<file path="src/common/memSysPkg.sv">
package memSysPkg;

  // One bus word of data
  typedef logic [31:0] wordT;

  // Byte address as seen by the processor and on the bus
  typedef logic [31:0] addrT;

  // Byte-lane enables for a store, bit n covers bits 8n+7..8n
  typedef logic [3:0] byteMaskT;

  // Current owner of the shared memory bus
  typedef enum logic [1:0] {
    ownNone,
    ownInstr,
    ownData
  } arbStateT;

  // Bytes carried by one bus beat
  localparam int BusWordBytes = 4;

endpackage

</file>
<file path="src/instrCache/instrCache.sv">
`timescale 1ns/1ps

module instrCache #(
  parameter int WordsPerLine = 4,
  parameter int NumLines = 16
) (
  input  logic             clk,
  input  logic             rstN,
  input  memSysPkg::addrT  pcF,
  output memSysPkg::wordT  instrF,
  output logic             iStall,
  output logic             busReq,
  output memSysPkg::addrT  busAddr,
  input  logic             busReady,
  input  memSysPkg::wordT  hRData
);

  // Address split: tag | line index | word in line | byte in word
  localparam int WordBits = $clog2(memSysPkg::BusWordBytes);
  localparam int OffBits = $clog2(WordsPerLine);
  localparam int IdxBits = $clog2(NumLines);
  localparam int TagBits = 32 - IdxBits - OffBits - WordBits;

  typedef logic [TagBits-1:0] tagT;
  typedef logic [IdxBits-1:0] lineIdxT;
  typedef logic [OffBits-1:0] wordSelT;

  // Per-line storage
  tagT             tagMem [NumLines];
  logic            validBits [NumLines];
  memSysPkg::wordT dataMem [NumLines][WordsPerLine];

  // Fields of the current fetch address
  tagT     pcTag;
  lineIdxT pcIdx;
  wordSelT pcWord;

  // Next word of the line to be filled
  wordSelT fillCnt;

  logic hit;

  assign pcTag = pcF[31 -: TagBits];
  assign pcIdx = pcF[WordBits+OffBits +: IdxBits];
  assign pcWord = pcF[WordBits +: OffBits];

  // Lookup is purely combinational so a hit returns in the same cycle
  assign hit = validBits[pcIdx] && (tagMem[pcIdx] == pcTag);
  assign instrF = dataMem[pcIdx][pcWord];
  assign iStall = !hit;

  // A miss keeps the request up for the whole line
  assign busReq = !hit;
  // Fill always walks the line from word 0 upwards
  assign busAddr = {pcTag, pcIdx, fillCnt, {WordBits{1'b0}}};

  // Word counter and valid bits
  always_ff @(posedge clk or negedge rstN) begin
    if (!rstN) begin
      fillCnt <= '0;
      for (int i = 0; i < NumLines; i++) begin
        validBits[i] <= 1'b0;
      end
    end else if (busReady) begin
      // Counter wraps back to 0 after the last word
      fillCnt <= fillCnt + 1'b1;
      if (&fillCnt) begin
        validBits[pcIdx] <= 1'b1;
      end
    end
  end

  // Line data and tag
  always_ff @(posedge clk) begin
    if (busReady) begin
      dataMem[pcIdx][fillCnt] <= hRData;
      // Tag goes in with the last word, the line turns valid at the same edge
      if (&fillCnt) begin
        tagMem[pcIdx] <= pcTag;
      end
    end
  end

endmodule

</file>
<file path="config.mk">
export PLATFORM = sky130hd
export DESIGN_NAME = instrCache
export DESIGN_NICKNAME = d
export VERILOG_FILES = /design/src/common/memSysPkg.sv /design/src/instrCache/instrCache.sv
export SDC_FILE = /design/constraint.sdc
export NUM_CORES = 2
export LEC_CHECK = 0
export BUFFER_PORTS_ARGS = -buffer_cell sky130_fd_sc_hd__buf_2
export CAP_MARGIN = 40
export CORE_UTILIZATION = 50
export DETAILED_ROUTE_END_ITERATION = 8
export GPL_ROUTABILITY_DRIVEN = 0
export PLACE_DENSITY = 0.66
export SKIP_LAST_GASP = 1
export SLEW_MARGIN = 40
export SYNTH_ARGS = -nofsm -noshare
export SYNTH_HDL_FRONTEND = slang
export SYNTH_SLANG_ARGS = --single-unit
</file>
<file path="constraint.sdc">
create_clock -name clk -period 5.05 [get_ports clk]
set_clock_uncertainty 0.1 [all_clocks]
set_input_delay 0.7575 -clock clk [delete_from_list [all_inputs] [get_ports clk]]
set_output_delay 0.7575 -clock clk [all_outputs]
set_load 0.1 [all_outputs]
</file>
[Word-level counts from Yosys, hierarchy flattened]
Memory sizes are Yosys's and may differ from the RTL's.
Cells that the tools add are included.
Cells by class
  add/sub/neg operators: 1
  $lt $le $gt $ge: 5
  eq/ne operators: 1
  muxes and demuxes: 15
  bitwise gates (word level): 4
  reductions and logical operators: 6
Operators with widths (number)
  128-bit two-way mux: 1
  32-bit two-way mux: 3
  32-bit binary-select mux with 2-bit select: 1
  32-bit demux with 2-bit select: 1
  24-bit equality test: 1
  16-bit bitwise OR: 1
  1-bit two-way mux: 7
  3-bit greater-or-equal comparator, second input constant: 2
  2-bit inverter with 3-bit output: 2
  5-bit greater-or-equal comparator, second input constant: 1
  5-bit by 1-bit less-than comparator with 1-bit output, second input constant: 1
  4-bit inverter with 5-bit output: 1
  1-bit binary-select mux with 4-bit select: 1
  1-bit demux with 4-bit select: 1
  1-bit logical AND: 3
  3-bit by 1-bit less-than comparator with 1-bit output, second input constant: 1
  3-bit AND reduction: 1
  2-bit by 1-bit adder with 2-bit output, second input constant: 1
  2-bit AND reduction: 1
  1-bit zero test: 1
Word-level totals
  bits in registers: 18
  RAM bits: 2432
  input bits: 67
  output and inout port bits: 66
  logic and storage cells: 51
  memories: 2
Memories
  dataMem: words 16, width 128, read ports 1, clocked after Yosys merged registers in 0, wr ports 1, RTL line instrCache.sv:31  | memSysPkg::wordT dataMem [NumLines][WordsPerLine];
  tagMem: words 16, width 24, read ports 1, clocked after Yosys merged registers in 0, wr ports 1, RTL line instrCache.sv:29  | tagT tagMem [NumLines];

[Logic depth before layout (Yosys ltp)]
  depth after elaboration: 6
  mapped depth: 13
  mapped depth without buffers: 7

[Least setup slack after synthesis]
Ideal clock, no wire load.
  kind: in2out
  start point: input port pcF[4]
  end point: output port iStall
  data arrival time: 4272 ps
  required time: 4193 ps
  slack: -80 ps
  cell stages on the path: 11
  buffers on the path: 4
  cell sequence: buf_2 > clkbuf_1 > buf_2 > mux4_2 > o22a_1 > o221ai_1 > xor2_1 > nand4_1 > nor4_1 > nand4_1 > buf_4
On the way
  word-level cells in the longest chain between the ends: 6
  elaborated cells between the ends (all ways): 8
  those cells by class: eq/ne: 1; mux: 3; bitwise: 1; reduce/logical: 2; memory: 1
RTL lines
  from (decl): RTL line instrCache.sv:9  | input memSysPkg::addrT pcF,
  branches (longest 4 deep; another with memory 16 x 24 bit)
  1-bit logical AND *: RTL line instrCache.sv:48  | assign hit = validBits[pcIdx] && (tagMem[pcIdx] == pcTag);
  1-bit zero test *
  to (decl): RTL line instrCache.sv:11  | output logic iStall,
Every way passes the cells marked *. The select of a mux whose other input is x is not followed.

[Worst setup path after layout]
  start point: input port pcF[4]
  end point: output port iStall
On the way
  word-level cells in the longest chain between the ends: 6
  elaborated cells between the ends (all ways): 8
  those cells by class: eq/ne: 1; mux: 3; bitwise: 1; reduce/logical: 2; memory: 1
RTL lines
  branches (longest 4 deep; another with memory 16 x 24 bit)
  1-bit logical AND *: RTL line instrCache.sv:48
  1-bit zero test *: RTL line instrCache.sv:50  | assign iStall = !hit;
Marked as above.

==> summary.md <==
| Metric | Value |
|---|---|
| Status | completed |
| Clock sink count | 2450 |
| Cell Rows | 158 |
| Sw frac | 22.2% |
| Initial Util | 50.4% |
| Core area | 0.186 mm^2 |
| Layout Cells excl Fill | 6781 |
| Antenna violations before repair | 26 |
| Synth Cell Area | 0.0937 mm^2 |
| Mapped Avg Cell Area | 25.1 um^2 |
| Share of cells above drive strength 1 | 34.5% |
| Fmax | 0.202 GHz |
| Routed WL per cell | 33.2 um |
| Number of remaining DRC errors | 0 |
| Req. time, crit path | 4.19 ns |
| Dpl hpwl | 123 mm |
| #FFs+latches synth | 2450 |
| Min-Delay Path Class | primary input to register |
| CP arrival | 4.09 ns |
| DR vias/cell | 6.28 |
| Total power | 42.9 mW |
| Cell variety after synth | 47 |
| Worst slew margin | 42.4% |
| Internal power | 33.4 mW |
| Vias in the first global route | 43200 |
| Postcts setup bufs | 0 |
| Synth Flop Type | edfxtp_1 |
| Yosys warns | 0 |
| Pin count of the biggest net entering global routing | 98 |
| Gr usage total | 24.1% |
| Die Y | 435 um |
| Pwr Density | 402 mW/mm^2 |
| Port Buf Inserts | 128 |
| Most frequent cells in the layout | edfxtp_1, mux4_2, clkbuf_16 |
| Crit Path Category | primary input to output port |
| Setup TNS | 0 ns |
| Yosys top cell area share | 78.0% |
| Top cell type by total area after synthesis | edfxtp_1 |
| Crit path max fanout | 36 |
| CTS buffer count | 233 |
| Nets | 4167 |
| Final setup viols | 0 |
| DR iter-0 viols | 5057 |
| H-tree depth | 4 |
| Total number of vias | 42600 |
| Placed cells | 6339 |
| Final Hold Viols | 0 |
| Crit. End Element | output port |
| Worst Tran Pin Value | 0.864 ns |
| Die area | 0.189 mm^2 |
| DRT Pass-1 Iters | 5 |
| Power share of the sequential group | 53.1% |
| Die span in x | 435 um |
| Most common cell after layout, fill and taps aside | edfxtp_1 |
| Static Leak | 33.2 nW |
| Worst-Skew Late Latency | 0.84 ns |
| IO Count | 133 |
| CTS tree | done |
| Final Critical Period | 4.95 ns |
| Clk root buf | clkbuf_16 |
| VDD IR max | 0.299 mV |
| Tcrit/Tclk final | 98.1% |
| Slew Limit Fails | 0 |
| Global-route wire length before repair | 321 mm |
| EDFF count, synth | 2432 |
| Final ANT Viol Nets | 0 |
| P&R area growth vs syn | 14.2% |
| Power share of the combinational group | 7.2% |
| P_sw | 9.52 mW |
| Seq/Total Area, Yosys | 78.5% |
| Routed wire length | 225 mm |
| Total grt overflow | 0 |
| CTS Buffer Depth | 3 |
| CP Launch Type | primary input |
| Worst-path clk slew | 0.06 ns |
| Clk network pwr share | 39.7% |
| Hold WS | 0.120 ns |
| Asr flop ratio synth | 0.735% |
| Largest cells by area after synthesis | edfxtp_1, mux4_2, dfrtp_1 |
| RSZ-0062 raised after global routing | false |
| Syn Inst Count | 3736 |
| Maxcap violations | 0 |
==> cell type report <==
cell class,instances,area [um^2]
Sequential cell,2450,73500
Clock inverter,148,1330
Clock buffer,283,6080
Timing Repair Buffer,345,3350
Fill cell,13200,78900
Tap cell,2480,3100
Inverter,14,60.1
Multi-Input combinational cell,1052,19500
Antenna cell,9,22.5
==> metrics by stage <==
| stage | util, % | worst slack [ns] | area, um^2 |
|---|---|---|---|
| after global placement | 53.4 | -0.0782 | 99300 |
| after floorplan | - | 0.0107 | 93700 |
| after global routing | 57.5 | 0.000843 | 107000 |
| after detailed placement | 53.5 | -0.0585 | 99400 |
| final | 57.5 | 0.0979 | 107000 |
| after CTS | 57.5 | 0.102 | 107000 |
==> final timing paths <==
path / start / endpoint / slack [ns] / depth (start not counted)
max: pcF[4] / iStall / 0.1 / 11
min: busReady / fillCnt[0] / 0.12 / 2
max reg2reg: fillCnt[0] / dataMem[10][0] / 2.22 / 5
min reg2reg: validBits[14] / validBits[14] / 0.37 / 1
max in group asynchronous: rstN / validBits[10] / 4.09 / 2
min in group asynchronous: rstN / fillCnt[1] / 0.44 / 2
==> critical path, cell delays in order <==
cell and delay [ns]:
buf_8 0.42, buf_4 0.28, mux4_2 0.51, a22o_1 0.24, a221oi_1 0.27, xnor2_1 0.14, a211oi_2 0.42, buf_4 0.18
and4_1 0.21, nand4_1 0.23, buf_2 0.39
==> per-layer routing <==
layer  GRT usage (%)  part of all wire, %  up-vias
li1                -                    -    17000
met1            34.3                   40    23300
met2            38.4                   49     1923
met3            4.71                  8.3      349
met4            6.36                  2.6       22
met5               0                0.060        -
==> power by group through the flow <==
stage / registers [mW] / clock network, mW / logic [mW]
CTS: 22.8 / 17.3 / 3.14
floorplan: 23.3 / 0 / 1.80
global placement: 23.2 / 0 / 3.08
global route: 22.8 / 18.0 / 3.24
finish: 22.8 / 17.0 / 3.11
detailed placement: 23.2 / 0 / 3.13
==> cell usage after synthesis, drive strengths merged (2+ instances only) <==
library cell  instances
buf                 146
nand2                34
dfrtp                18
nand4                 2
mux4                761
mux2i                37
inv                  11
o22ai                 3
o21ai                15
a31oi                 4
a22o                  6
a221oi                8
nor2b                 5
ha                    4
nand3                 8
a21oi                 7
xnor2                14
o21bai               16
and2                  2
a211oi                3
clkinv                3
a22oi                12
mux2                  2
nor3                  3
nor2                 75
o221ai                6
clkbuf               75
edfxtp             2432
o211ai                3
o22a                  3
xor2                  6
==> registers in the layout, indices dropped and copies added (netlist names) <==
| signal | flops |
|---|---|
| fillCnt | 2 |
| validBits | 16 |
| tagMem | 384 |
| dataMem | 2048 |
==> logic make-up after synthesis <==
logic type                 share of synthesized area [%]
buffers and inverters                               1.27
adders and majority gates                         0.0534
xor gates and xnor gates                           0.187
muxes                                               18.7
AOI/OAI and AO/OA                                  0.709
and+or+nand+nor                                    0.600
other                                            0.00400
DFF                                                 78.5
==> timing repair <==
| action | 4_1_cts | 5_1_grt |
|---|---|---|
| setup endpoints to repair | 2 | 0 |
| hold buffers | 1 | 0 |
| endpoints found under the hold margin | 18 | 0 |
| gates resized for setup | 1 | 0 |
Note: power is estimated with default switching activity, not from simulation.
