==> src/common/memSysPkg.sv <==
package memSysPkg;

  // One bus word of data
  typedef logic [31:0] wordT;

  // Byte address as seen by the processor and on the bus
  typedef logic [31:0] addrT;

  // Byte-lane enables for a store, bit n covers bits 8n+7..8n
  typedef logic [3:0] byteMaskT;

  // Current owner of the shared memory bus
  typedef enum logic [1:0] {
    ownNone,
    ownInstr,
    ownData
  } arbStateT;

  // Bytes carried by one bus beat
  localparam int BusWordBytes = 4;

endpackage

==> src/dataCache/dataCache.sv <==
`timescale 1ns/1ps

module dataCache #(
  parameter int WordsPerLine = 4,
  parameter int NumLines = 16
) (
  input  logic               clk,
  input  logic               rstN,
  input  logic               memWriteM,
  input  logic               memtoRegM,
  input  memSysPkg::addrT    dataAdrM,
  input  memSysPkg::wordT    writeDataM,
  input  memSysPkg::byteMaskT byteMaskM,
  output memSysPkg::wordT    readDataM,
  output logic               dStall,
  output logic               busReq,
  output logic               busWrite,
  output memSysPkg::addrT    busAddr,
  output memSysPkg::byteMaskT busByteMask,
  output memSysPkg::wordT    hWData,
  input  logic               busReady,
  input  memSysPkg::wordT    hRData
);

  localparam int WordBits = $clog2(memSysPkg::BusWordBytes);
  localparam int OffBits = $clog2(WordsPerLine);
  localparam int IdxBits = $clog2(NumLines);
  localparam int TagBits = 32 - IdxBits - OffBits - WordBits;

  typedef logic [TagBits-1:0] tagT;
  typedef logic [IdxBits-1:0] lineIdxT;
  typedef logic [OffBits-1:0] wordSelT;

  tagT             tagMem [NumLines];
  logic            validBits [NumLines];
  memSysPkg::wordT dataMem [NumLines][WordsPerLine];

  tagT     adrTag;
  lineIdxT adrIdx;
  wordSelT adrWord;

  // Word of the line the fill is waiting for
  wordSelT fillCnt;

  logic hit;
  // Load miss, line is being brought in
  logic fillActive;

  assign adrTag = dataAdrM[31 -: TagBits];
  assign adrIdx = dataAdrM[WordBits+OffBits +: IdxBits];
  assign adrWord = dataAdrM[WordBits +: OffBits];

  assign hit = validBits[adrIdx] && (tagMem[adrIdx] == adrTag);
  assign readDataM = dataMem[adrIdx][adrWord];

  // A store takes priority if both strobes are up
  assign fillActive = memtoRegM && !memWriteM && !hit;

  // Store stall ends in the cycle its bus word completes
  assign dStall = fillActive || (memWriteM && !busReady);

  // Write-through: every store is one bus word, hit or miss
  assign busReq = memWriteM || fillActive;
  assign busWrite = memWriteM;
  assign hWData = writeDataM;
  assign busByteMask = memWriteM ? byteMaskM : '1;

  always_comb begin
    if (memWriteM) begin
      busAddr = {dataAdrM[31:WordBits], {WordBits{1'b0}}};
    end else begin
      // Fill starts at word 0 and steps one word per ready
      busAddr = {adrTag, adrIdx, fillCnt, {WordBits{1'b0}}};
    end
  end

  // Control state
  always_ff @(posedge clk or negedge rstN) begin
    if (!rstN) begin
      fillCnt <= '0;
      for (int i = 0; i < NumLines; i++) begin
        validBits[i] <= 1'b0;
      end
    end else if (busReady && fillActive) begin
      fillCnt <= fillCnt + 1'b1;
      if (&fillCnt) begin
        validBits[adrIdx] <= 1'b1;
      end
    end
  end

  // Line storage, updated by fill words and by store hits
  always_ff @(posedge clk) begin
    if (busReady && fillActive) begin
      dataMem[adrIdx][fillCnt] <= hRData;
      if (&fillCnt) begin
        tagMem[adrIdx] <= adrTag;
      end
    end else if (busReady && memWriteM && hit) begin
      // Merge only the enabled lanes into the cached copy
      for (int b = 0; b < memSysPkg::BusWordBytes; b++) begin
        if (byteMaskM[b]) begin
          dataMem[adrIdx][adrWord][8*b +: 8] <= writeDataM[8*b +: 8];
        end
      end
    end
    // Store miss leaves the cache alone, no allocate
  end

endmodule

==> config.mk <==
export PLATFORM = sky130hd
export DESIGN_NAME = dataCache
export DESIGN_NICKNAME = d
export VERILOG_FILES = /design/src/common/memSysPkg.sv /design/src/dataCache/dataCache.sv
export SDC_FILE = /design/constraint.sdc
export NUM_CORES = 2
export LEC_CHECK = 0
export BUFFER_PORTS_ARGS = -buffer_cell sky130_fd_sc_hd__buf_4
export CAP_MARGIN = 20
export CORE_ASPECT_RATIO = 0.7
export CORE_MARGIN = 2
export CORE_UTILIZATION = 62
export DETAILED_ROUTE_END_ITERATION = 6
export GPL_TIMING_DRIVEN = 0
export PLACE_DENSITY = 0.79
export SLEW_MARGIN = 0
export SYNTH_ARGS = -nofsm -noshare
export SYNTH_HDL_FRONTEND = slang
export SYNTH_SLANG_ARGS = --single-unit
export TNS_END_PERCENT = 50
==> constraint.sdc <==
create_clock -name clk -period 7.3 [get_ports clk]
set_clock_uncertainty 0.15 [all_clocks]
set_input_delay 1.46 -clock clk [delete_from_list [all_inputs] [get_ports clk]]
set_output_delay 1.46 -clock clk [all_outputs]
set_load 0.01 [all_outputs]
* Word level (Yosys, flattened, before mapping)
Memory sizes are Yosys's and may differ from the RTL's. Index checks and enable logic that the tools add are counted.
Operators by class: add/sub/neg operators 1, order comparisons 6, equality and inequality tests 1, mux-type cells 553, bitwise gates (word level) 516, reduce and logical (&&, ||, !) cells 17
Operators by type and width (count):
- $mux 128 | 5
- $mux 1 | 531
- $or 1x1->1 | 512
- $demux 32 s2 | 5
- $mux 32 | 4
- $bmux 32 s2 | 1
- $eq 24x24->1 | 1
- $mux 24 | 1
- $mux 16 | 1
- $or 16x16->16 | 1
- $logic_and 1x1->1 | 10
- $mux 4 | 2
- $mux 8 | 1
- $ge 3x3->1 const B | 2
- $lt 3x1->1 const B | 2
- $not 2->3 | 2
- $ge 5x5->1 const B | 1
- $lt 5x1->1 const B | 1
- $not 4->5 | 1
- $bmux 1 s4 | 1
- $demux 1 s4 | 1
- $logic_not 1->1 | 3
- $reduce_and 3->1 | 1
- $add 2x1->2 const B | 1
- 2 further kinds | 3
Word-level totals: register bits after elaboration 18, bits in writable memories 2432, input port bits 105, output and inout port bits 103, memories 2
Memories:
- dataMem | words 16, bits a word 128, read ports 1, clocked after memory_dff 0, write ports 1, RTL line dataCache.sv:36 | memSysPkg::wordT dataMem [NumLines][WordsPerLine];
- tagMem | words 16, bits a word 24, read ports 1, clocked after memory_dff 0, write ports 1, RTL line dataCache.sv:34 | tagT tagMem [NumLines];

* Depth between registers and ports, before layout
depth after elaboration 14, depth in mapped cells 18

* Worst setup path after synthesis
OpenSTA, ideal clock, no wires.
kind input port to output port, from input dataAdrM[4], to output readDataM[0], arrival time 4.619 ns, required time 5.690 ns, path slack 1.071 ns, stages 10, buffers on the path 7, cells stage by stage buf_6 -> buf_6 -> buf_6 -> buf_4 -> buf_2 -> clkbuf_1 -> buf_1 -> mux4_2 -> mux4_2 -> mux4_2
Between the ends: word-level cells in the longest chain between the ends 4
RTL lines:
- start, declared | RTL line dataCache.sv:11 | input memSysPkg::addrT dataAdrM,
- $mem_v2 16x128
- $bmux 32 s2 | RTL line dataCache.sv:54 | assign readDataM = dataMem[adrIdx][adrWord];
- $mux 32 (implied by the code) (2 in series) | RTL line dataCache.sv:54
- end, declared | RTL line dataCache.sv:14 | output memSysPkg::wordT readDataM,
No other way between the ends. The select of a mux whose other input is x is not followed.

* Final worst setup path
from input dataAdrM[4], to output readDataM[16]
Same word-level chain as after synthesis.

==> results.json <==
{
  "start_kind": "input pin",
  "placed_cell_area_sq_um": 104000,
  "rr_startpoint": "tagMem[14][12]$_DFFE_PP_",
  "r2r-end": "dataMem[11][98]$_DFFE_PP_",
  "crit_fanout": 28,
  "hold_viol": 0,
  "dieHeight_microns": 336.5,
  "power.total_w": 0.02859,
  "ff2ff_setup_slack_ps": 1420,
  "min_path_type": "flop to flop",
  "gp_congestion": 0.9403,
  "power_leakage_nw": 35.31,
  "period_needed_ps": 7424,
  "drt_iter0_markers": 11440,
  "viasPerCell": 7.593,
  "finalSetupTns_ps": -1385,
  "hold_buffers": 0,
  "synth_edf_count": 2432,
  "cp-endpoint": "readDataM[16]",
  "violations": "DRC, setup timing",
  "area_growth_pct": 13.55,
  "cts_tree": "yes",
  "h-tree-depth": 4,
  "drive_gt1_frac": 0.3721,
  "core_area_sq_um": 156100,
  "grt_pass1_vias": 51770,
  "drc": 63,
  "initial_core_util": 0.6274,
  "fin_crit_sh": 1.017,
  "grt_first_pass_wirelength_mm": 417.9,
  "finalSetupViolations": 30,
  "clock_latency_ps": 860,
  "totalWireLength_mm": 310.7,
  "reg2reg_depth": 10,
  "syn_inst": 4307,
  "synth_warnings": 0,
  "layout_commonest_cell": "edfxtp_1",
  "vias": 54400,
  "ys_ff_latch": 2450,
  "fp-row-count": 121,
  "ys_types": 61,
  "synthArstFlopShare": 0.007347,
  "portBuffers": 194,
  "netlist_area_sq_um": 97930,
  "place_ws_ps": -1208,
  "vdd_drop_max_mv": 0.2734,
  "syn_area_per_cell_sq_um": 22.74,
  "ant_nets": 0,
  "cts_sinks": 2450,
  "hpwl_mm": 203.2,
  "synthFlopType": "edfxtp_1",
  "overflow": 0,
  "antenna_found_initial": 25,
  "wl_per_cell_microns": 43.36,
  "ys_seq_area_frac": 0.7504,
  "cts_buffers": 210,
  "drv_cap": 0,
  "rsz0062_at_grt": "no",
  "ios": 208,
  "slew_headroom": 0.08253,
  "final_cell_area_sq_um": 111200,
  "required_ps": 5690,
  "track_usage": 0.3861,
  "clk_path_buf_depth": 3,
  "power_density_nw_per_um2": 257.1,
  "clk_pin_slew_ps": 70,
  "root_buffer": "clkbuf_16",
  "status": "finished, violations left",
  "worstMarginPinSlew_ps": 1376,
  "final_nets": 4988,
  "crit_path_end_kind": "output pin",
  "max_clock_freq_mhz": 134.7,
  "drv_slew": 0,
  "arrival_ps": 5810,
  "dieArea_sq_um": 161200,
  "die_w_microns": 479.0,
  "critPathLaunch": "dataAdrM[4]",
  "timing.final.ws_setup_ps": -123.7,
  "grt_max_degree": 29,
  "final_cell_mix": "edfxtp_1 (2,432), mux4_2 (726), buf_4 (340)",
  "critPathKind": "input pin to output pin",
  "first_pass_iters": 7
}
==> worst min path at each step <==
| stage | from | end | slack [ps] | cells after the start |
|---|---|---|---|---|
| CTS | rstN | validBits[2]$_DFFE_PN0N_ | 300 | 1 |
| detailed placement | validBits[9]$_DFFE_PN0N_ | validBits[9]$_DFFE_PN0N_ | 310 | 1 |
| finish | validBits[9]$_DFFE_PN0N_ | validBits[9]$_DFFE_PN0N_ | 330 | 1 |
| global route | validBits[9]$_DFFE_PN0N_ | validBits[9]$_DFFE_PN0N_ | 330 | 1 |
| floorplan | validBits[14]$_DFFE_PN0N_ | validBits[14]$_DFFE_PN0N_ | 290 | 1 |
| global placement | validBits[6]$_DFFE_PN0N_ | validBits[6]$_DFFE_PN0N_ | 300 | 1 |
==> metrics by stage <==
| stage | hold slack, ps | cells | utilization |
|---|---|---|---|
| detailed placement | 311.3 | 6707 | 0.6663 |
| CTS | 302.8 | 7089 | 0.7087 |
| global placement | 303.0 | 6593 | 0.6535 |
| floorplan | 287.7 | 4308 | - |
| global route | 334.2 | 7151 | 0.7122 |
| finish | 330.3 | 7165 | 0.7124 |
==> critical path: stages <==
cell,delay [ps]
buf_6,100
buf_6,210
buf_6,460
clkbuf_2,630
clkbuf_1,740
buf_8,270
mux4_2,520
mux4_2,530
mux4_2,610
buf_4,200
==> synth_stat cells, types with 6 or more instances <==
master,count,area share
xor2_1,8,0.00072
a221oi_1,14,0.0013
nand2b_1,10,0.00064
o21ai_0,9,0.00046
mux4_2,726,0.17
a22oi_1,23,0.0018
clkbuf_1,149,0.0057
nor2_1,30,0.0011
a22o_1,9,0.00080
o22ai_1,10,0.00064
nand2_1,32,0.0012
mux2_4,30,0.0046
buf_6,25,0.0029
dfrtp_1,18,0.0046
a21o_1,6,0.00046
buf_4,72,0.0055
a21oi_2,85,0.0076
mux2_2,116,0.013
buf_2,38,0.0019
xnor2_1,18,0.0016
edfxtp_1,2432,0.75
buf_1,54,0.0021
o21bai_1,16,0.0012
nor2b_1,8,0.00051
mux2i_1,92,0.0094
nand3_1,14,0.00072
nand3_2,6,0.00061
a21oi_1,182,0.0093
nand3_4,10,0.0018
inv_1,13,0.00050
==> power breakdown <==
part | switching (W) | internal (W) | total [W]
combinational | 0.00137 | 0.000776 | 0.00215
sequential | 0.0000311 | 0.0155 | 0.0156
clock | 0.00516 | 0.00572 | 0.0109
total | 0.00656 | 0.0220 | 0.0286
==> kinds of logic after synthesis <==
logic type      count (synthesis)  share of synthesized area
simple gates                  134                   0.008305
buf+inv                       353                    0.01886
fa+ha+maj                       4                  0.0005111
flops                        2450                     0.7504
mux                           964                     0.1943
compound gates                375                    0.02530
other cells                     1                 0.00003829
xor+xnor                       26                   0.002325
==> cell type report <==
class	count	area, sq um
antenna	21	52.55
clock inverter	118	908.4
clock buffer	268	5537
inverter	14	52.55
fill	8496	44890
sequential	2450	73480
buffer	335	2014
timing repair buffer	363	3795
tap	2091	2616
multi-input combinational	1505	22740
==> layer usage <==
layer | vias to the layer above | routed length [microns] | GRT usage
met4 | 39 | 22220 | 0.2248
met5 | - | 770 | 0.03529
met3 | 1298 | 57960 | 0.1902
met1 | 27690 | 98950 | 0.5056
li1 | 19460 | - | -
met2 | 5915 | 130800 | 0.5244
==> sequential cells by signal (all words and copies together), names as in the netlist <==
name and flops:
dataMem 2048, validBits 16, tagMem 384, fillCnt 2
==> repair_timing <==
action                     in CTS  in global routing
setup endpoints to repair      32                 15
gates resized for setup       104                 10
setup buffers                   0                  0
Note: power is estimated with default switching activity, not from simulation.
