File: config.mk
export PLATFORM = sky130hd
export DESIGN_NAME = busArbiter
export DESIGN_NICKNAME = d
export VERILOG_FILES = /design/src/common/memSysPkg.sv /design/src/source/busArbiter.sv
export SDC_FILE = /design/constraint.sdc
export NUM_CORES = 1
export LEC_CHECK = 0
export ABC_AREA = 1
export BUFFER_PORTS_ARGS = -buffer_cell sky130_fd_sc_hd__buf_2
export CORE_MARGIN = 3
export CORE_UTILIZATION = 37
export DETAILED_ROUTE_END_ITERATION = 8
export PLACE_DENSITY_LB_ADDON = 0.12
export SYNTH_ARGS = -nofsm -noshare
export SYNTH_HDL_FRONTEND = slang
export SYNTH_SLANG_ARGS = --single-unit
File: constraint.sdc
create_clock -name clk -period 5.4 [get_ports clk]
set_clock_uncertainty 0.1 [all_clocks]
set_input_delay 0.54 -clock clk [delete_from_list [all_inputs] [get_ports clk]]
set_output_delay 0.54 -clock clk [all_outputs]
set_load 0.005 [all_outputs]
File: src/common/memSysPkg.sv
package memSysPkg;

  // One bus word of data
  typedef logic [31:0] wordT;

  // Byte address as seen by the processor and on the bus
  typedef logic [31:0] addrT;

  // Byte-lane enables for a store, bit n covers bits 8n+7..8n
  typedef logic [3:0] byteMaskT;

  // Current owner of the shared memory bus
  typedef enum logic [1:0] {
    ownNone,
    ownInstr,
    ownData
  } arbStateT;

  // Bytes carried by one bus beat
  localparam int BusWordBytes = 4;

endpackage

File: src/source/busArbiter.sv
`timescale 1ns/1ps

module busArbiter (
  input  logic                clk,
  input  logic                rstN,
  // Instruction cache side
  input  logic                iBusReq,
  input  memSysPkg::addrT     iBusAddr,
  output logic                iBusReady,
  // Data cache side
  input  logic                dBusReq,
  input  logic                dBusWrite,
  input  memSysPkg::addrT     dBusAddr,
  input  memSysPkg::byteMaskT dBusByteMask,
  output logic                dBusReady,
  // Shared memory bus
  output logic                hRequest,
  output logic                hWrite,
  output memSysPkg::addrT     hAddr,
  output memSysPkg::byteMaskT hByteMask,
  input  logic                hReady
);

  // Owner latched at the previous edge
  memSysPkg::arbStateT owner;
  // Owner for this cycle
  memSysPkg::arbStateT grant;

  // Owner keeps the bus while it requests, so a line fill is never split
  always_comb begin
    grant = owner;
    case (owner)
      memSysPkg::ownInstr: begin
        if (!iBusReq) begin
          grant = dBusReq ? memSysPkg::ownData : memSysPkg::ownNone;
        end
      end
      memSysPkg::ownData: begin
        if (!dBusReq) begin
          grant = iBusReq ? memSysPkg::ownInstr : memSysPkg::ownNone;
        end
      end
      default: begin
        // Free bus, data side wins a tie
        if (dBusReq) begin
          grant = memSysPkg::ownData;
        end else if (iBusReq) begin
          grant = memSysPkg::ownInstr;
        end else begin
          grant = memSysPkg::ownNone;
        end
      end
    endcase
  end

  always_ff @(posedge clk or negedge rstN) begin
    if (!rstN) begin
      owner <= memSysPkg::ownNone;
    end else begin
      owner <= grant;
    end
  end

  // Bus mux
  always_comb begin
    hRequest = 1'b0;
    hWrite = 1'b0;
    hAddr = dBusAddr;
    hByteMask = dBusByteMask;
    if (grant == memSysPkg::ownData) begin
      hRequest = dBusReq;
      hWrite = dBusWrite;
    end else if (grant == memSysPkg::ownInstr) begin
      hRequest = iBusReq;
      hAddr = iBusAddr;
      // Instruction side only reads
      hByteMask = '1;
    end
  end

  // Ready only goes back to the current owner
  assign iBusReady = hReady && (grant == memSysPkg::ownInstr);
  assign dBusReady = hReady && (grant == memSysPkg::ownData);

endmodule

## After elaboration in Yosys (flattened, before gate mapping)

Cells that the tools add are included.

- Flip-flop bits (word level): 2
- Latch bits: 0
- Bits in writable memories: 0
- Memory bits (read-only): 0
- Bits of input ports: 74
- Output and inout bits: 40
- Logic and storage cells: 20
- Memories: 0

- $add $sub $neg: 0
- Multiply operators: 0
- Divide/modulo/power cells: 0
- Order comparisons: 0
- Eq/ne operators: 4
- Shifts and indexed selects: 0
- Multiplexer cells: 13
- Bitwise logic cells: 0
- Reduce and logical (&&, ||, !) cells: 2

Operators with widths:

| kind | count |
|---|---|
| $mux W32 | 2 |
| $mux W2 | 4 |
| $mux W4 | 2 |
| $eq A2 B1 Y1 const B | 2 |
| $eq A2 B2 Y1 const B | 2 |
| $mux W1 | 4 |
| $pmux W2 S2 | 1 |
| $logic_and A1 B1 Y1 | 2 |

## Logic depth before layout (Yosys ltp)

Gate-level depths: netlist (run 1).

- Depth after elaboration: 6
- Gate-level depth with buffers: 10
- Mapped depth without buffers: 9

## Worst setup path before layout (run 1)

OpenSTA, ideal clock, no wires.

- Path kind: register to output
- Start point: reg owner[0]
- End point: out dBusReady
- Arrival time: 1467 ps
- Data required time: 4760 ps
- Path slack: 3293 ps
- Cell stages (with the launch flop): 11
- Path buffers: 1
- Path through: dfrtp_1 > inv_1 > ha_1 > inv_1 > nand2_1 > nand2_1 > nand2_1 > nand2_1 > buf_4 > nand2_1 > nor2_1

- Word-level cells in the longest chain between the ends: 4
- Elaborated cells between the ends (all ways): 7
- Classes of those cells: eq/ne (3); mux (3); reduce/logical (1)

Ends and longest elaborated chain:

| what | RTL line | RTL |
|---|---|---|
| start, declared | busArbiter.sv:25 | `memSysPkg::arbStateT owner;` |
| start signal, assigned | busArbiter.sv:58 | `owner <= memSysPkg::ownNone;` |
| start signal, assigned | busArbiter.sv:60 | `owner <= grant;` |
| $eq A2 B2 Y1 (tied with other cells) | busArbiter.sv:32 | `case (owner)` |
| $pmux W2 S2 * | busArbiter.sv:32 |  |
| $eq A2 B2 Y1 * | busArbiter.sv:83 | `assign dBusReady = hReady && (grant == memSysPkg::ownData);` |
| $logic_and A1 B1 Y1 * | busArbiter.sv:83 |  |
| end, declared | busArbiter.sv:15 | `output logic dBusReady,` |

Mark *: on every way between the ends. The rest lies on a longest branch, timed or not.

## Worst setup path after layout (run 1)

- Start point: reg owner[0]
- End point: out hWrite

- Word-level cells in the longest chain between the ends: 4
- Elaborated cells between the ends (all ways): 7
- Classes of those cells: eq/ne (3); mux (4)

Ends and longest elaborated chain:

| what | RTL line | RTL |
|---|---|---|
| $eq A2 B2 Y1 (tied with other cells) | busArbiter.sv:32 |  |
| $pmux W2 S2 * | busArbiter.sv:32 |  |
| $eq A2 B2 Y1 * | busArbiter.sv:70 | `if (grant == memSysPkg::ownData) begin` |
| $mux W1 * | busArbiter.sv:70 |  |
| end, declared | busArbiter.sv:18 | `output logic hWrite,` |

Marks and branches as above.

==> results of run 1 <==
==> layer usage <==
layer	global-route usage	up-vias
met5	0	-
li1	-	790
met2	0.374	60
met1	0.234	615
met3	0.0490	2
met4	0.0397	0
==> layout by cell type, fill, tap and decap left out, drive strengths merged <==
cell | synthesis | layout
buf | 12 | 113
nand2 | 53 | 53
inv | 46 | 46
nand3 | 35 | 35
o21bai | 32 | 32
nor2 | 5 | 5
clkbuf | 0 | 3
ha | 2 | 2
dfrtp | 2 | 2
a21oi | 2 | 2
dlygate4sd3 | 0 | 1
==> what timing repair did <==
item / 4_1_cts / 5_1_grt
hold buffers: 1 / 0
setup buffers: 0 / 0
endpoints found under the hold margin: 2 / 0
==> power by group <==
group	total, uW	internal [uW]	switching (uW)
Clock	35.1	24.7	10.4
Combinational	411	150	262
Sequential	26.6	21.4	5.28
==> path summary, 6_finish.rpt <==
check	endpoint	cells after the start	start	slack, ps
max reg2reg	owner[0]	7	owner[0]	3450
min	owner[1]	2	rstN	520
min in group clk	owner[0]	4	dBusReq	740
min reg2reg	owner[0]	4	owner[0]	760
max	hWrite	10	owner[0]	2310
max in group asynchronous	owner[0]	2	rstN	4580
==> cell families (layout without fill, tap and decap cells) <==
family | Yosys count | count (layout) | share of synthesized area
adders and majority gates | 2 | 2 | 0.0249
DFF | 2 | 2 | 0.0499
and+or+nand+nor | 93 | 93 | 0.409
buffers and inverters | 58 | 163 | 0.256
AOI/OAI and AO/OA | 34 | 34 | 0.261
==> final cells by class <==
cell class | count | area share
sequential | 2 | 0.0322
tap | 30 | 0.0241
clock buffer | 3 | 0.0145
multi-input combinational | 129 | 0.448
timing repair buffer | 114 | 0.370
inverter | 46 | 0.111
==> through the flow <==
stage / instance area (sq um) / setup slack, ps / total power [uW] / hold slack, ps
floorplan: 1000 / 3290 / 324 / 144
global placement: 1520 / 2550 / 441 / 226
detailed placement: 1520 / 2530 / 441 / 226
CTS: 1560 / 2280 / 480 / 508
global route: 1560 / 1960 / 539 / 531
finish: 1560 / 2310 / 473 / 522
==> results, run 1 <==
- The flow ran to the end, and the final reports show no timing, DRC or antenna violations.
- The largest registers in the layout are owner: 2 flops.
- The DRC violation count after routing is 0.
- The number of antenna violations at the first check in global routing was 0.
- From bottom edge to top edge, the die measures 58.1 um.
- The latest clock arrival within the worst-skew pair is 230 ps.
- For this run, the leading register cell type out of synthesis is sky130_fd_sc_hd__dfrtp_1.
- The total of warnings raised by yosys is 0.
- The final-layout setup total negative slack is 0 ps.
- In this run the remaining antenna-violating nets after routing total 0.
- In the post-synthesis netlist, the biggest area contributors are sky130_fd_sc_hd__o21bai_1, sky130_fd_sc_hd__nand2_1, sky130_fd_sc_hd__nand3_1, sky130_fd_sc_hd__inv_1, sky130_fd_sc_hd__dfrtp_1.
- The register ranked first by flip-flop count is owner.
- The routed metal-1 wirelength is 1.34 mm.
- The multi-input combinational cells in the finished layout cover a total of 697 sq um.
- Wire segments on met3 add up to 293 um in the final route.
- At the end of the flow, the number of nets in the layout was 372.
- Buffers placed on the I/O ports in this run total 113.
- The count of final max-slew check failures is 0.
- The worst setup path is captured at a primary output.
- The CTS root buffer is sky130_fd_sc_hd__clkbuf_4.
- The summed instance area of the synthesized netlist is 1000 sq um.
- Once the clock tree was built, the resizer swapped 0 gates to a different size.
- The width of the chip is 58.1 um.
- The kind of cell adding the most delay to the critical path is simple AND/OR/NAND/NOR gates.
- The non-filler instance count after layout is 324.
- The clock-pin transition on the worst setup and hold timing paths is 30 ps.
- CTS built an H-tree with a depth of 1.
- The final number of hold-violating endpoints is 0.
- The via count normalized by instance count is 4.53.
- The post-synthesis average cell area is 5.31 sq um.
- The highest clock frequency the design can meet is 0.324 GHz.
- In this run the core area contains 18 standard-cell rows.
- After layout, the minimum clock period comes to 3090 ps.
- The critical path's slowest cell is sky130_fd_sc_hd__nand2_1.
- The stage delay of the slowest cell on the critical path is 770 ps.
- Among the stages of the critical path, the cell type that occurs most often is sky130_fd_sc_hd__nand2_1.
- Across the whole layout, storage elements account for 50.0 sq um.
- After synthesis, the most frequently instantiated cells are sky130_fd_sc_hd__nand2_1, sky130_fd_sc_hd__inv_1, sky130_fd_sc_hd__nand3_1.
- The cell count after synthesis is 189.
- The analysis attributes to cell leakage a power of 0.00106 uW.
- In this run the deepest clock path goes through 2 buffers.
- The largest fanout on the critical path is 34.
- The setup path with the least slack is of type register to primary output.
- For this block, the via count after detailed routing is 1467.
- The worst hold path class is primary input to asynchronous set/reset pin.
- The uppermost layer routed is met4.
- The number of global-route vias before repair is 1385.
- Summed over all instances, the cell type with the most area after synthesis is sky130_fd_sc_hd__o21bai_1.
- Yosys mapped the design onto 16 distinct sky130hd cell types.
- The number of nets in the synthesized netlist is 265.
- Data on the critical path is required at its endpoint by 4760 ps.
- The sort of element at the start of the critical path is a register.
- The number of sinks on the clock net is 2.
- TritonCTS built the clock tree.
- After global routing the overflow that remains totals 0.
- The number of flip-flops in the largest register is 2.
- The sum of net half-perimeters after detailed placement is 2.52 mm.
- For this design the top-level I/O count stands at 114.
- The fraction of post-synthesis cell area in the top cell type by area is 0.239.
- After synthesis the netlist holds a flip-flop and latch count of 2.
- Relative to the synthesized area, the layout overhead comes to 55.0%.
- The initial core utilization is 0.398.
- In the detailed route, the total length drawn on met2 is 1.70 mm.
- The maximum VDD drop is 0.355 mV.
- Entering global routing, the biggest net connects 37 pins.
- Setup repair after global routing left no endpoint under its margin.
- The total global routing track utilization is 0.202.
- The cell count after placement is 320.
- The floorplan step defined a die boundary enclosing 3370 sq um.
- The fill cell total of the finished layout is 276.
- The end-of-flow core utilization is 0.617.
- Of the cells placed in the final design, the portion with a size suffix greater than 1 is 0.418.
- The repair_antennas step left the layout with diodes totalling 0.
- Across the run, the number of max-cap violations was 0.
- In this run, synthesis inferred 0 flip-flops with an integrated enable.
- Before antenna repair, the detailed router went through 4 iterations.
- Traced cell by cell, the critical path runs through inv_1 -> ha_1 -> inv_1 -> nand2_1 -> nand2_1 -> nand2_1 -> nand2_1 -> nand2_1 -> nor2_1 -> buf_2.
- The final layout contains routed wiring with a total length of 3.35 mm.
- The first-pass GRT wire length is 5.65 mm.
- The number of buffers and inverters on the critical path is 3.
- The number of DRC markers after the initial detailed-route iteration is 65.
- Of all flip-flops after synthesis, the portion carrying an async set or reset was 1.00.
- Dividing the final minimum period by the clock period gives 0.571.
- In the final routed layout, each cell accounts on average for 10.3 um.
- Power spread over the standard cell area amounts to 304 nW/um^2.
- The share of the Yosys chip area taken by registers is 0.0499.
- At the pin with the least slew margin, the transition time is 1060 ps.
- The most frequently used cell type in the post-synthesis netlist is sky130_fd_sc_hd__nand2_1.
- The count of final setup violators is 0.
- TritonCTS created 3 clock buffers.
- The headroom to the max-slew limit is 0.294.
- At the worst endpoint, the arrival time is 2450 ps.
- The core region is 2520 sq um.
- The global placer's final weighted congestion is 0.822.
Note: power is estimated with default switching activity, not from simulation.
==> run 2: changes to the inputs <==
Settings changed: CORE_UTILIZATION 37 to 34.
Clock period 5.4 ns to 3.2 ns, I/O delays scaled along.
==> run 2 against run 1 <==
Net effect: hold slack lost 200 ps; highest routed layer is now met3; cell count is 1.9% higher; cell area is 3.3% higher; global-route usage down 3.1 points; largest power group unchanged.
==> results, run 2 (synthesized netlist as in run 1, its figures left out) <==
- The flow ran to the end, and the final reports show no timing, DRC or antenna violations.
- The most common library cell in the layout ignoring fill and taps is sky130_fd_sc_hd__buf_2.
- The first-pass GRT wire length is 4.97 mm.
- The worst endpoint required time is 2780 ps.
- The critical setup path kind is register to primary output.
- For this block, the initial DRC count from the detailed router was 57.
- The clock drives 2 sinks.
- From bottom edge to top edge, the die measures 60.3 um.
- The sum of net half-perimeters after detailed placement is 2.71 mm.
- The maximum VDD drop is 0.567 mV.
- The global placer's final weighted congestion is 0.760.
- The worst setup path is captured at a primary output.
- The initialized floorplan defines 19 standard-cell rows.
- The CTS root buffer is sky130_fd_sc_hd__clkbuf_4.
- The path class of the tightest hold or removal check is primary input to asynchronous set/reset pin.
- The number of global-route vias before repair is 1237.
- Headroom to the max-slew limit came out at 0.675.
- The number of I/O port buffers is 113.
- The largest registers in the layout are owner: 2 flops.
- The number of nets in the layout is 377.
- The number of antenna violations at the first check in global routing was 0.
- Buffers inserted during clock tree synthesis total 3.
- The total area inside the core boundary comes to 2780 sq um.
- In this run the deepest clock path goes through 2 buffers.
- Entering global routing, the biggest net connects 37 pins.
- The final-layout setup total negative slack is 0 ps.
- The share of cells above drive strength 1 is 0.428.
- During I/O placement, the number of pins put on the boundary was 114.
- The die covers 3640 sq um.
- The total global routing overflow is 0.
- The buffer count from post-CTS setup fixing is 0.
- The count of final max-slew check failures came to 0.
- In this run the number of H-tree levels came out at 1.
- Clock latency on the worst-skew pair, taken at its later pin, is 220 ps.
- The DRC violation count after routing is 0.
- The via count normalized by instance count is 4.46.
- The cell leakage power is 0.00108 uW.
- Power spread over the standard cell area amounts to 526 nW/um^2.
- For the pin with the worst max-slew slack, the measured transition is 486 ps.
- The tool flagged a number of max-cap violations equal to 0.
- After layout, the worst setup slack is 508 ps.
- Timing would allow up to 0.372 GHz.
- The sort of element at the start of the critical path is a register.
- The count of final setup violators is 0.
- The TritonCTS clock tree is yes.
- Setup repair after global routing left no endpoint under its margin.
- The layout overhead on the synthesized area is 60.1%.
- For this run, the total global-route usage over all layers was measured as 0.171.
- Of all nets on the critical path, the largest fanout is 36.
- The register ranked first by flip-flop count is owner.
- The post-route minimum period is 2690 ps.
- The total number of vias is 1472.
- Leaving out fill and tap cells, the most frequent cells in the layout are sky130_fd_sc_hd__buf_2, sky130_fd_sc_hd__nand2_1, sky130_fd_sc_hd__inv_1, sky130_fd_sc_hd__nand3_1, sky130_fd_sc_hd__o21bai_1.
- The number of iterations in the first detailed-routing pass is 5.
- After detailed routing, the total wire length is 3.40 mm.
- The final number of hold-violating endpoints is 0.
- Prior to clock tree synthesis, the placed netlist has a worst setup slack of 744 ps.
- The number of flip-flops in the largest register is 2.
- The clock-pin transition on the worst setup and hold timing paths is 30 ps.
- Once detail routing completed, the nets flagged for antenna violations numbered 0.
- The initial core utilization is 0.361.
- 0 antenna diodes ended up in the layout.
- The fraction of the cycle the final worst path needs is 0.841.
- The average routed wire per standard cell is 10.3 um.
- The arrival time of data at the critical path endpoint is 2270 ps.
- The die is 60.3 um wide.
==> run 2: cell types whose count changed in the layout (fill, tap and decap cells not counted), sizes merged <==
cell / before / now
buf: 113 / 118
==> run 2: timing repair <==
| item | CTS | global route |
|---|---|---|
| hold endpoints to repair | 2 | 0 |
| hold buffers | 1 | 0 |
| resized for setup | 0 | 0 |
==> run 2: final timing paths <==
check | startpoint | to | slack [ps] | depth (start not counted)
max | owner[0] | iBusReady | 510 | 11
min | rstN | owner[0] | 330 | 2
max reg2reg | owner[0] | owner[0] | 1520 | 7
min reg2reg | owner[0] | owner[0] | 670 | 4
max in group asynchronous | rstN | owner[1] | 2580 | 2
min in group clk | dBusReq | owner[0] | 440 | 4
==> run 2: cell type report <==
cell class / instances / area, sq um
Timing Repair Buffer: 119 / 626
Tap cell: 31 / 38.8
Clock buffer: 3 / 22.5
Inverter: 46 / 173
Sequential cell: 2 / 50.0
Fill cell: 326 / 1170
Multi-Input combinational cell: 129 / 697
==> run 2: critical path, cell delays in order, from the launching register on <==
cell,delay (ps)
sky130_fd_sc_hd__dfrtp_1,370
sky130_fd_sc_hd__inv_1,60
sky130_fd_sc_hd__ha_1,300
sky130_fd_sc_hd__inv_1,90
sky130_fd_sc_hd__nand2_1,60
sky130_fd_sc_hd__nand2_1,90
sky130_fd_sc_hd__nand2_4,220
sky130_fd_sc_hd__inv_2,270
sky130_fd_sc_hd__buf_4,210
sky130_fd_sc_hd__nand2_1,120
sky130_fd_sc_hd__nor2_1,130
sky130_fd_sc_hd__buf_2,120
==> run 2: routing by layer <==
| layer | up-vias | global-route usage | share of wire |
|---|---|---|---|
| li1 | 801 | - | - |
| met2 | 76 | 0.309 | 0.48 |
| met4 | 0 | 0.0475 | 0 |
| met5 | - | 0 | 0 |
| met3 | 0 | 0.0497 | 0.13 |
| met1 | 595 | 0.194 | 0.40 |
==> run 2: metrics by stage <==
stage,area (sq um),total power [uW],instances,hold slack (ps),util
floorplan,1000,547,189,-75.6,-
finish,1610,846,330,326,0.578
CTS,1610,857,330,303,0.578
global route,1610,961,330,342,0.578
detailed placement,1570,794,326,6.46,0.566
global placement,1570,794,326,6.21,0.566
==> run 2: power by group <==
| group | switching [uW] | internal (uW) | leakage, uW |
|---|---|---|---|
| Sequential | 8.87 | 36.0 | 0.0000256 |
| Clock | 13.9 | 41.4 | 0.0000138 |
| Combinational | 449 | 297 | 0.00104 |
| Total | 471 | 374 | 0.00108 |
